[config.mk]
export PLATFORM = sky130hd
export DESIGN_NAME = cam_mbist_top
export DESIGN_NICKNAME = d
export VERILOG_FILES = /design/src/rtl/cam_array_pkg.sv /design/src/rtl/cam_mbist_pkg.sv /design/src/rtl/cam_bist_if.sv /design/src/rtl/cam_mbist_ctrl.sv /design/src/rtl/cam_mbist_inhandler.sv /design/src/rtl/cam_array.sv /design/src/rtl/cam_mbist_resp.sv /design/src/rtl/cam_mbist_top.sv
export SDC_FILE = /design/constraint.sdc
export NUM_CORES = 1
export LEC_CHECK = 0
export BUFFER_PORTS_ARGS = -buffer_cell sky130_fd_sc_hd__buf_4
export CAP_MARGIN = 20
export CORE_ASPECT_RATIO = 1.1
export CORE_MARGIN = 2
export CORE_UTILIZATION = 45
export DETAILED_ROUTE_END_ITERATION = 7
export GPL_ROUTABILITY_DRIVEN = 0
export HOLD_SLACK_MARGIN = 0.02
export PLACE_DENSITY = 0.68
export SYNTH_ARGS = -nofsm -noshare
export SYNTH_HDL_FRONTEND = slang
export SYNTH_SLANG_ARGS = --single-unit
[constraint.sdc]
create_clock -name bist_clk -period 3.3 [get_ports bist_clk]
set_input_delay 0.66 -clock bist_clk [delete_from_list [all_inputs] [get_ports bist_clk]]
set_output_delay 0.66 -clock bist_clk [all_outputs]
set_load 0.01 [all_outputs]
[src/rtl/cam_array_pkg.sv]
// CAM array package: entry geometry and the data, match and address types
package cam_array_pkg;

   //--------------------------------------------------------------------------
   // Geometry
   //--------------------------------------------------------------------------

   // Bits per entry and per search key
   localparam int unsigned CAM_WIDTH  = 16;

   // Number of entries, one match bit each
   localparam int unsigned CAM_DEPTH  = 16;

   // Entry address width
   localparam int unsigned CAM_ADDR_W = $clog2(CAM_DEPTH);

   //--------------------------------------------------------------------------
   // Types
   //--------------------------------------------------------------------------

   // One stored word or one search key
   typedef logic [CAM_WIDTH-1:0]  cam_data_t;

   // Match vector, bit i set when entry i equals the key
   typedef logic [CAM_DEPTH-1:0]  cam_match_t;

   // Entry index
   typedef logic [CAM_ADDR_W-1:0] cam_addr_t;

endpackage

[src/rtl/cam_mbist_pkg.sv]
// CAM BIST package: controller state encoding, data background and march step counts
package cam_mbist_pkg;

   // Miss-step count follows the entry width
   import cam_array_pkg::*;

   //--------------------------------------------------------------------------
   // Controller states
   //--------------------------------------------------------------------------

   // NEXT_BG issues the last miss search and advances the background
   typedef enum logic [2:0] {
      IDLE      = 3'd0,
      WRITE     = 3'd1,
      SRCH_HIT  = 3'd2,
      SRCH_MISS = 3'd3,
      NEXT_BG   = 3'd4,
      DRAIN     = 3'd5
   } bist_state_e;

   //--------------------------------------------------------------------------
   // March parameters
   //--------------------------------------------------------------------------

   // Base pattern, the second background is its complement
   localparam cam_data_t   BIST_BACKGROUND   = 16'h5A3C;

   // Pattern and complement
   localparam int unsigned BIST_NUM_BG       = 2;
   localparam int unsigned BIST_BG_W         = $clog2(BIST_NUM_BG);

   // One miss search per key bit
   localparam int unsigned BIST_MISS_STEPS   = CAM_WIDTH;
   localparam int unsigned BIST_STEP_W       = $clog2(BIST_MISS_STEPS);

   // Cycles after the last search until the result is checked
   localparam int unsigned BIST_DRAIN_CYCLES = 2;
   localparam int unsigned BIST_DRAIN_W      = $clog2(BIST_DRAIN_CYCLES);

endpackage

[src/rtl/cam_bist_if.sv]
// BIST command interface from the march controller to the CAM input handler
`timescale 1ns/100ps

interface cam_bist_if
   import cam_array_pkg::*;
();

   // BIST owns the array
   logic      busy;

   // Write command and its entry
   logic      wr_en;
   cam_addr_t wr_addr;

   // Background select, high for the complement
   logic      data_inv;

   // Search command with generated compare data
   logic      srch_en;
   logic      cm_mode;

   // Mask control for the miss searches
   logic      cd_mask_enable;
   logic      rotate_mask;

   //--------------------------------------------------------------------------
   // Views
   //--------------------------------------------------------------------------

   modport ctrl (
      output busy, wr_en, wr_addr, data_inv,
      output srch_en, cm_mode, cd_mask_enable, rotate_mask
   );

   modport handler (
      input  busy, wr_en, wr_addr, data_inv,
      input  srch_en, cm_mode, cd_mask_enable, rotate_mask
   );

endinterface

[src/rtl/cam_mbist_ctrl.sv]
// CAM BIST march controller: sequences writes, hit and miss searches per background
`timescale 1ns/100ps

module cam_mbist_ctrl
   import cam_array_pkg::*;
   import cam_mbist_pkg::*;
(
   input  logic        bist_clk,
   input  logic        rst_b,
   // Start handshake
   input  logic        bist_start_valid,
   output logic        bist_start_ready,
   output logic        bist_done,
   // Commands towards the input handler
   cam_bist_if.ctrl    bist,
   // Functional port gate
   output logic        func_ready,
   // Checker qualification
   output logic        chk_en,
   output logic        exp_hit,
   output logic        chk_clear
);

   bist_state_e             state_q;
   bist_state_e             state_d;
   cam_addr_t               entry_cnt;
   logic [BIST_STEP_W-1:0]  miss_cnt;
   logic [BIST_BG_W-1:0]    bg_cnt;
   logic [BIST_DRAIN_W-1:0] drain_cnt;
   logic                    start_hs;
   logic                    entry_last;
   logic                    miss_last;
   logic                    bg_last;
   logic                    drain_last;

   //--------------------------------------------------------------------------
   // Handshake and terminal counts
   //--------------------------------------------------------------------------

   assign bist_start_ready = (state_q == IDLE);
   assign start_hs         = bist_start_valid & bist_start_ready;

   // Start also clears the checker
   assign chk_clear        = start_hs;

   assign entry_last = (entry_cnt == cam_addr_t'(CAM_DEPTH - 1));
   // Last step is issued from NEXT_BG
   assign miss_last  = (miss_cnt == BIST_STEP_W'(BIST_MISS_STEPS - 2));
   assign bg_last    = (bg_cnt == BIST_BG_W'(BIST_NUM_BG - 1));
   assign drain_last = (drain_cnt == BIST_DRAIN_W'(BIST_DRAIN_CYCLES - 1));

   //--------------------------------------------------------------------------
   // Next state
   //--------------------------------------------------------------------------

   always_comb begin
      state_d = state_q;
      case (state_q)
         IDLE:      if (start_hs) state_d = WRITE;
         WRITE:     if (entry_last) state_d = SRCH_HIT;
         SRCH_HIT:  state_d = SRCH_MISS;
         SRCH_MISS: if (miss_last) state_d = NEXT_BG;
         NEXT_BG:   state_d = bg_last ? DRAIN : WRITE;
         DRAIN:     if (drain_last) state_d = IDLE;
         default:   state_d = IDLE;
      endcase
   end

   //--------------------------------------------------------------------------
   // State and counters
   //--------------------------------------------------------------------------

   always_ff @(posedge bist_clk) begin
      if (!rst_b) begin
         state_q   <= IDLE;
         entry_cnt <= '0;
         miss_cnt  <= '0;
         bg_cnt    <= '0;
         drain_cnt <= '0;
      end else begin
         state_q <= state_d;
         if (start_hs) begin
            entry_cnt <= '0;
            miss_cnt  <= '0;
            bg_cnt    <= '0;
            drain_cnt <= '0;
         end else begin
            // One entry per write cycle, wraps for the next background
            if (state_q == WRITE) begin
               entry_cnt <= entry_last ? '0 : entry_cnt + 1'b1;
            end
            if (state_q == SRCH_MISS) begin
               miss_cnt <= miss_last ? '0 : miss_cnt + 1'b1;
            end
            if (state_q == NEXT_BG) begin
               bg_cnt <= bg_last ? '0 : bg_cnt + 1'b1;
            end
            if (state_q == DRAIN) begin
               drain_cnt <= drain_last ? '0 : drain_cnt + 1'b1;
            end
         end
      end
   end

   //--------------------------------------------------------------------------
   // Command decode
   //--------------------------------------------------------------------------

   assign bist.busy     = (state_q != IDLE);
   assign bist.wr_en    = (state_q == WRITE);
   assign bist.wr_addr  = entry_cnt;
   assign bist.data_inv = bg_cnt[0];

   // Every search uses generated compare data
   assign bist.srch_en  = (state_q == SRCH_HIT) | (state_q == SRCH_MISS) | (state_q == NEXT_BG);
   assign bist.cm_mode  = bist.srch_en;

   // Miss searches flip one bit, then move the mask on
   assign bist.cd_mask_enable = (state_q == SRCH_MISS) | (state_q == NEXT_BG);
   assign bist.rotate_mask    = bist.cd_mask_enable;

   assign chk_en     = bist.srch_en;
   assign exp_hit    = (state_q == SRCH_HIT);
   assign func_ready = ~bist.busy;

   // Last drain cycle, the final result has been checked by now
   assign bist_done  = (state_q == DRAIN) & drain_last;

endmodule

[src/rtl/cam_mbist_inhandler.sv]
// CAM BIST input handler: background inversion, rotating mask, compare data and port select
`timescale 1ns/100ps

module cam_mbist_inhandler
   import cam_array_pkg::*;
   import cam_mbist_pkg::*;
(
   input  logic        bist_clk,
   input  logic        rst_b,
   cam_bist_if.handler bist,
   input  logic        scan_mode,
   // Functional request, accepted when not busy
   input  logic        func_valid,
   input  logic        func_write,
   input  cam_addr_t   func_addr,
   input  cam_data_t   func_data,
   // Array port
   output logic        arr_wr_en,
   output cam_addr_t   arr_wr_addr,
   output cam_data_t   arr_wr_data,
   output logic        arr_srch_en,
   output cam_data_t   arr_srch_data
);

   cam_data_t mask_q;
   cam_data_t bist_wr_data;
   cam_data_t bist_cmp_data;

   //--------------------------------------------------------------------------
   // Rotating mask
   //--------------------------------------------------------------------------

   // One-hot, starts on bit 0 and moves towards the MSB
   always_ff @(posedge bist_clk) begin
      if (!rst_b) begin
         mask_q <= cam_data_t'(1);
      end else if (bist.rotate_mask) begin
         mask_q <= {mask_q[CAM_WIDTH-2:0], mask_q[CAM_WIDTH-1]};
      end else if (scan_mode) begin
         // Scan access through the functional key
         mask_q <= func_data;
      end
   end

   //--------------------------------------------------------------------------
   // Data generation
   //--------------------------------------------------------------------------

   // Pattern or its complement
   assign bist_wr_data  = BIST_BACKGROUND ^ {CAM_WIDTH{bist.data_inv}};

   // Masked bit flipped for miss searches, plain background for the hit search
   assign bist_cmp_data = ({CAM_WIDTH{bist.cd_mask_enable}} & mask_q) ^ bist_wr_data;

   assign arr_srch_data = bist.cm_mode ? bist_cmp_data : func_data;

   //--------------------------------------------------------------------------
   // Port select
   //--------------------------------------------------------------------------

   always_comb begin
      if (bist.busy) begin
         arr_wr_en   = bist.wr_en;
         arr_wr_addr = bist.wr_addr;
         arr_wr_data = bist_wr_data;
         arr_srch_en = bist.srch_en;
      end else begin
         // func_write picks write, else search
         arr_wr_en   = func_valid & func_write;
         arr_wr_addr = func_addr;
         arr_wr_data = func_data;
         arr_srch_en = func_valid & ~func_write;
      end
   end

endmodule

[src/rtl/cam_array.sv]
// Behavioural binary CAM with one write port and a registered parallel search
`timescale 1ns/100ps

module cam_array
   import cam_array_pkg::*;
(
   input  logic       bist_clk,
   input  logic       rst_b,
   // Write port
   input  logic       wr_en,
   input  cam_addr_t  wr_addr,
   input  cam_data_t  wr_data,
   // Search port
   input  logic       srch_en,
   input  cam_data_t  srch_data,
   output logic       match_valid,
   output cam_match_t match_vec
);

   cam_data_t  entry_mem [CAM_DEPTH];
   cam_match_t hit_vec;

   //--------------------------------------------------------------------------
   // Storage
   //--------------------------------------------------------------------------

   always_ff @(posedge bist_clk) begin
      if (wr_en) begin
         entry_mem[wr_addr] <= wr_data;
      end
   end

   //--------------------------------------------------------------------------
   // Search
   //--------------------------------------------------------------------------

   // All entries against the key at once
   always_comb begin
      for (int i = 0; i < CAM_DEPTH; i++) begin
         hit_vec[i] = (entry_mem[i] == srch_data);
      end
   end

   always_ff @(posedge bist_clk) begin
      if (!rst_b) begin
         match_valid <= 1'b0;
      end else begin
         match_valid <= srch_en;
      end
   end

   // Result held until the next search
   always_ff @(posedge bist_clk) begin
      if (srch_en) begin
         match_vec <= hit_vec;
      end
   end

endmodule

[src/rtl/cam_mbist_resp.sv]
// CAM BIST response checker: compares search results and keeps a sticky fail
`timescale 1ns/100ps

module cam_mbist_resp
   import cam_array_pkg::*;
(
   input  logic       bist_clk,
   input  logic       rst_b,
   input  logic       chk_clear,
   // Qualification from the controller, one cycle ahead of the result
   input  logic       chk_en,
   input  logic       exp_hit,
   // Result from the array
   input  logic       match_valid,
   input  cam_match_t match_vec,
   output logic       bist_fail,
   output cam_match_t bist_fail_match
);

   logic       chk_en_q;
   logic       exp_hit_q;
   cam_match_t exp_vec;
   logic       mismatch;

   // Hit search expects every entry, miss search expects none
   assign exp_vec  = exp_hit_q ? '1 : '0;

   // A missing result counts as a failure too
   assign mismatch = chk_en_q & (~match_valid | (match_vec != exp_vec));

   //--------------------------------------------------------------------------
   // Alignment with the array latency
   //--------------------------------------------------------------------------

   always_ff @(posedge bist_clk) begin
      if (!rst_b || chk_clear) begin
         chk_en_q  <= 1'b0;
         exp_hit_q <= 1'b0;
      end else begin
         chk_en_q  <= chk_en;
         exp_hit_q <= exp_hit;
      end
   end

   //--------------------------------------------------------------------------
   // Sticky fail
   //--------------------------------------------------------------------------

   always_ff @(posedge bist_clk) begin
      if (!rst_b || chk_clear) begin
         bist_fail       <= 1'b0;
         bist_fail_match <= '0;
      end else if (mismatch && !bist_fail) begin
         // First failing vector only
         bist_fail       <= 1'b1;
         bist_fail_match <= match_vec;
      end
   end

endmodule

[src/rtl/cam_mbist_top.sv]
// CAM with BIST top level: controller, input handler, array and checker
`timescale 1ns/100ps

module cam_mbist_top
   import cam_array_pkg::*;
(
   input  logic       bist_clk,
   input  logic       rst_b,
   input  logic       scan_mode,
   // BIST start and status
   input  logic       bist_start_valid,
   output logic       bist_start_ready,
   output logic       bist_done,
   output logic       bist_fail,
   output cam_match_t bist_fail_match,
   // Functional port
   input  logic       func_valid,
   output logic       func_ready,
   input  logic       func_write,
   input  cam_addr_t  func_addr,
   input  cam_data_t  func_data,
   // Search result
   output logic       match_valid,
   output cam_match_t match_vec
);

   logic      arr_wr_en;
   cam_addr_t arr_wr_addr;
   cam_data_t arr_wr_data;
   logic      arr_srch_en;
   cam_data_t arr_srch_data;
   logic      chk_en;
   logic      exp_hit;
   logic      chk_clear;

   // Controller to handler commands
   cam_bist_if bist_if ();

   //--------------------------------------------------------------------------
   // BIST control
   //--------------------------------------------------------------------------

   cam_mbist_ctrl cam_mbist_ctrl_inst (
      .bist_clk         (bist_clk),
      .rst_b            (rst_b),
      .bist_start_valid (bist_start_valid),
      .bist_start_ready (bist_start_ready),
      .bist_done        (bist_done),
      .bist             (bist_if.ctrl),
      .func_ready       (func_ready),
      .chk_en           (chk_en),
      .exp_hit          (exp_hit),
      .chk_clear        (chk_clear)
   );

   cam_mbist_inhandler cam_mbist_inhandler_inst (
      .bist_clk      (bist_clk),
      .rst_b         (rst_b),
      .bist          (bist_if.handler),
      .scan_mode     (scan_mode),
      .func_valid    (func_valid),
      .func_write    (func_write),
      .func_addr     (func_addr),
      .func_data     (func_data),
      .arr_wr_en     (arr_wr_en),
      .arr_wr_addr   (arr_wr_addr),
      .arr_wr_data   (arr_wr_data),
      .arr_srch_en   (arr_srch_en),
      .arr_srch_data (arr_srch_data)
   );

   //--------------------------------------------------------------------------
   // Array and checker
   //--------------------------------------------------------------------------

   cam_array cam_array_inst (
      .bist_clk    (bist_clk),
      .rst_b       (rst_b),
      .wr_en       (arr_wr_en),
      .wr_addr     (arr_wr_addr),
      .wr_data     (arr_wr_data),
      .srch_en     (arr_srch_en),
      .srch_data   (arr_srch_data),
      .match_valid (match_valid),
      .match_vec   (match_vec)
   );

   cam_mbist_resp cam_mbist_resp_inst (
      .bist_clk        (bist_clk),
      .rst_b           (rst_b),
      .chk_clear       (chk_clear),
      .chk_en          (chk_en),
      .exp_hit         (exp_hit),
      .match_valid     (match_valid),
      .match_vec       (match_vec),
      .bist_fail       (bist_fail),
      .bist_fail_match (bist_fail_match)
   );

endmodule

==> metrics.yaml <==
outcome:
  status: "complete, no violations"
worst_setup_path:
  crit_required_ps: 3690
  r2r_end: "cam_array_inst.match_vec[1]"
  worst_ep_arrival_time_ps: 3520
  cpMaxStageDelayCell: "or4_1"
  path_depth: 9
  r2r_start: "cam_mbist_ctrl_inst.state_q[2]"
  crit_chain: "buf_4 -> nand2_1 -> o32ai_1 -> or4_1 -> buf_12 -> xnor2_1 -> nor4_1 -> nand4_1 -> nor4_2"
  rrSetupSlack_ps: 170
  worstRegToRegCells: 9
  worst-path-buf-inv: 2
  worstSetupEndpointType: "flip-flop"
  cp-endpoint: "cam_array_inst.match_vec[1]"
  start_kind: "flip-flop"
  worst-path-max-fanout: 21
  cpLargestDelayFamily: "simple AND/OR/NAND/NOR gates"
  max_stage_delay_ps: 610
  crit_start: "cam_mbist_ctrl_inst.state_q[2]"
  worstSetupPathType: "flip-flop to flip-flop"
yosys:
  syn_area_um2: 14800
  synth_edf_count: 272
  synth_top_area_share_pct: 55.1
  yosys.area.top_type: "edfxtp_1"
  ys_types: 68
  avgSynthCellArea_um2: 13.4
  syn_inst: 1103
  yosys_register_bits: 321
  synthArstFlopShare_pct: 0
  synth_warnings: 0
  syn_nets: 1130
  synth_area_leaders: "edfxtp_1 (55%), xnor2_1 (7.7%), xor2_1 (7.6%)"
  synth_ff_type: "edfxtp_1"
  seq_area_frac_synth_pct: 61.7
floorplanning:
  start_util_pct: 45.8
  io_pins: 63
  die_w_um: 177
  die-area_um2: 34400
  die_height_um: 194
  rows: 69
  core_area_um2: 32400
finish:
  area_delta_synth_final_pct: 13.7
  num-nets-final: 1228
  layout-drive-gt1-share_pct: 16.4
  stdcell_count: 1649
  finalInstanceArea_um2: 16900
  antenna_cells: 0
  postLayoutCoreUtil_pct: 52.1
clock_network:
  insertion_delay_ps: 560
  ctsLongestPathBuffers: 3
  cts_root_buffer: "clkbuf_16"
  clock_sinks: 321
  clk_pin_slew_ps: 70
  post_cts_buffers: 0
  cts_buffers: 30
  cts_tree: "done"
  h-tree-depth: 1
  cts_hold_buf: 0
route:
  wire_per_inst_um: 21.0
  first_pass_iters: 5
  routed_wirelength_um: 34700
  vias: 9030
  post-route-drc-count: 0
  antenna_left: 0
  drt_iter0_markers: 757
  vias_per_cell: 5.48
power:
  leakagePower_nw: 6.02
  intPower_mw: 6.50
  switching_share_pct: 23.2
  clkPwrFrac_pct: 37.4
  totalPowerFinal_mw: 8.47
  comb_power_share_pct: 8.5
  vdd_drop_max_mv: 0.380
  p_per_area_nw_per_um2: 502
  p_sw_mw: 1.96
  pwr-share-seq_pct: 54.1
place:
  dpl.cell_count: 1595
  portBuffers: 62
  placed_cell_area_um2: 16000
  preCtsSetupSlack_ps: 202
  hpwlAfterDp_um: 22700
grt:
  grt_usage_pct: 20.1
  antenna_found_initial: 0
  grt_overflow: 0
  grt_max_degree: 33
  grt_first_pass_wirelength_um: 52600
  grt_pass1_vias: 8703
sta:
  setup_viol: 0
  setup-tns-final_ps: 0
  slew_headroom_pct: 52.8
  whs_ps: 415
  max_freq_mhz: 319
  skew_ps: 13.1
  tightest_slew_ps: 708
  fin_ws_ps: 168
  min_period_ps: 3130
  finalCritPeriodShare_pct: 94.9
  finalHoldViolCount: 0
  rsz0062_at_grt: "no"
  maxSlewViolCount: 0
min_path:
  holdCritPathClass: "input pin to flip-flop"
run:
  max_cap_violations: 0
## layout make-up
type,instances,area (um2)
clock buffers,43,820
clock inverters,11,67.6
fillers,2650,15500
inverters,12,45.0
multi-input cells,711,5250
flip-flops and latches,321,9150
well taps,426,533
repair buffers,125,1000
## state kept, by name, indices dropped and copies added (netlist names)
name and cells:
cam_mbist_resp_inst.bist_fail 1, cam_mbist_ctrl_inst.miss_cnt 4, cam_mbist_inhandler_inst.mask_q 16, cam_mbist_resp_inst.exp_hit_q 1, cam_array_inst.entry_mem 256, cam_array_inst.match_valid 1
cam_mbist_resp_inst.chk_en_q 1, cam_array_inst.match_vec 16, cam_mbist_ctrl_inst.state_q 3, cam_mbist_ctrl_inst.bist.wr_addr 4, cam_mbist_resp_inst.bist_fail_match 16, cam_mbist_ctrl_inst.bist.data_inv 1
cam_mbist_ctrl_inst.drain_cnt 1
## worst reg2reg max path: stages, from the launching register on
cell     delay (ps)
dfxtp_4         410
buf_4           200
nand2_1         240
o32ai_1         140
or4_1           610
buf_12          210
xnor2_1         140
nor4_1          390
nand4_1         330
nor4_2          310
## kinds of logic after synthesis
group                    count (synthesis)  share of synthesized area [%]
flip-flops                             321                           61.7
AO/OA/AOI/OAI                          135                           7.16
adder cells (fa/ha/maj)                  1                         0.0843
AND/OR/NAND/NOR                        282                           10.4
XOR/XNOR                               259                           15.3
buffers and inverters                   71                           3.13
multiplexers                            34                           2.30
## synthesized netlist by cell type, drive strengths merged (2+ instances only)
library cell and count:
and3 7, o211ai 2, o31ai 5, a31oi 14
inv 12, or4 2, nand2 66, mux2i 33
xnor2 130, nand4 36, edfxtp 272, or3b 2
a21oi 21, a22oi 6, o211a 16, a311oi 2
nand3 23, xor2 129, a221oi 2, nor2 61
nand2b 6, o2bb2ai 7, nor4b 2, and2 4
nor2b 4, nor4 36, dfxtp 49, a21o 17
a21boi 4, nor3 17, buf 49, clkbuf 10
a211oi 5, a32oi 5, a22o 2, o21ai 18
nor3b 10
## layout by cell type, fill, tap and decap left out, types with 6 or more instances in the layout
cell	instances
edfxtp_1	272
xnor2_1	130
xor2_1	129
buf_4	120
nand2_1	66
nor2_1	61
dfxtp_1	47
nand4_1	35
mux2i_1	33
clkbuf_16	30
nor4_1	25
nand3_1	21
a21oi_1	19
a21o_1	17
o21ai_0	17
nor3_1	16
o211a_1	15
a31oi_1	14
nor4_2	11
clkbuf_1	11
inv_1	10
o2bb2ai_1	7
and3_1	7
nand2b_1	6
nor3b_1	6
a22oi_1	6
## timing repair
item,in CTS,in global routing
hold endpoints to repair,0,0
endpoints found under the setup margin,0,6
gates resized for setup,0,5
## worst min-delay path by stage
stage                                           to  cells past startpoint                                start  slack [ps]
3_5_place_dp         cam_mbist_resp_inst.bist_fail                      2        cam_mbist_resp_inst.bist_fail         470
6_report        cam_mbist_inhandler_inst.mask_q[0]                      2                                rst_b         410
3_3_place_gp         cam_mbist_resp_inst.bist_fail                      2        cam_mbist_resp_inst.bist_fail         460
5_1_grt         cam_mbist_inhandler_inst.mask_q[0]                      2                                rst_b         420
2_1_floorplan  cam_mbist_ctrl_inst.bist.wr_addr[3]                      2  cam_mbist_ctrl_inst.bist.wr_addr[3]         480
4_1_cts         cam_mbist_inhandler_inst.mask_q[0]                      2                                rst_b         390
## layer usage
| metal | wire length, um | share of wire (%) | track usage, % | vias up |
|---|---|---|---|---|
| li1 | - | - | - | 4231 |
| met1 | 15400 | 44 | 28.0 | 4449 |
| met2 | 16700 | 48 | 33.9 | 309 |
| met4 | 556 | 1.6 | 4.38 | 0 |
| met5 | 0 | 0 | 0 | - |
| met3 | 1990 | 5.8 | 2.05 | 41 |
## power by group through the flow
stage / logic (mW) / clock network [mW] / registers [mW]
2_1_floorplan: 0.455 / 0 / 4.64
3_3_place_gp: 0.719 / 0 / 4.66
3_5_place_dp: 0.723 / 0 / 4.66
4_1_cts: 0.727 / 3.22 / 4.58
5_1_grt: 0.782 / 3.37 / 4.58
6_report: 0.721 / 3.17 / 4.58
No activity file was read; power rests on OpenSTA's default activity.
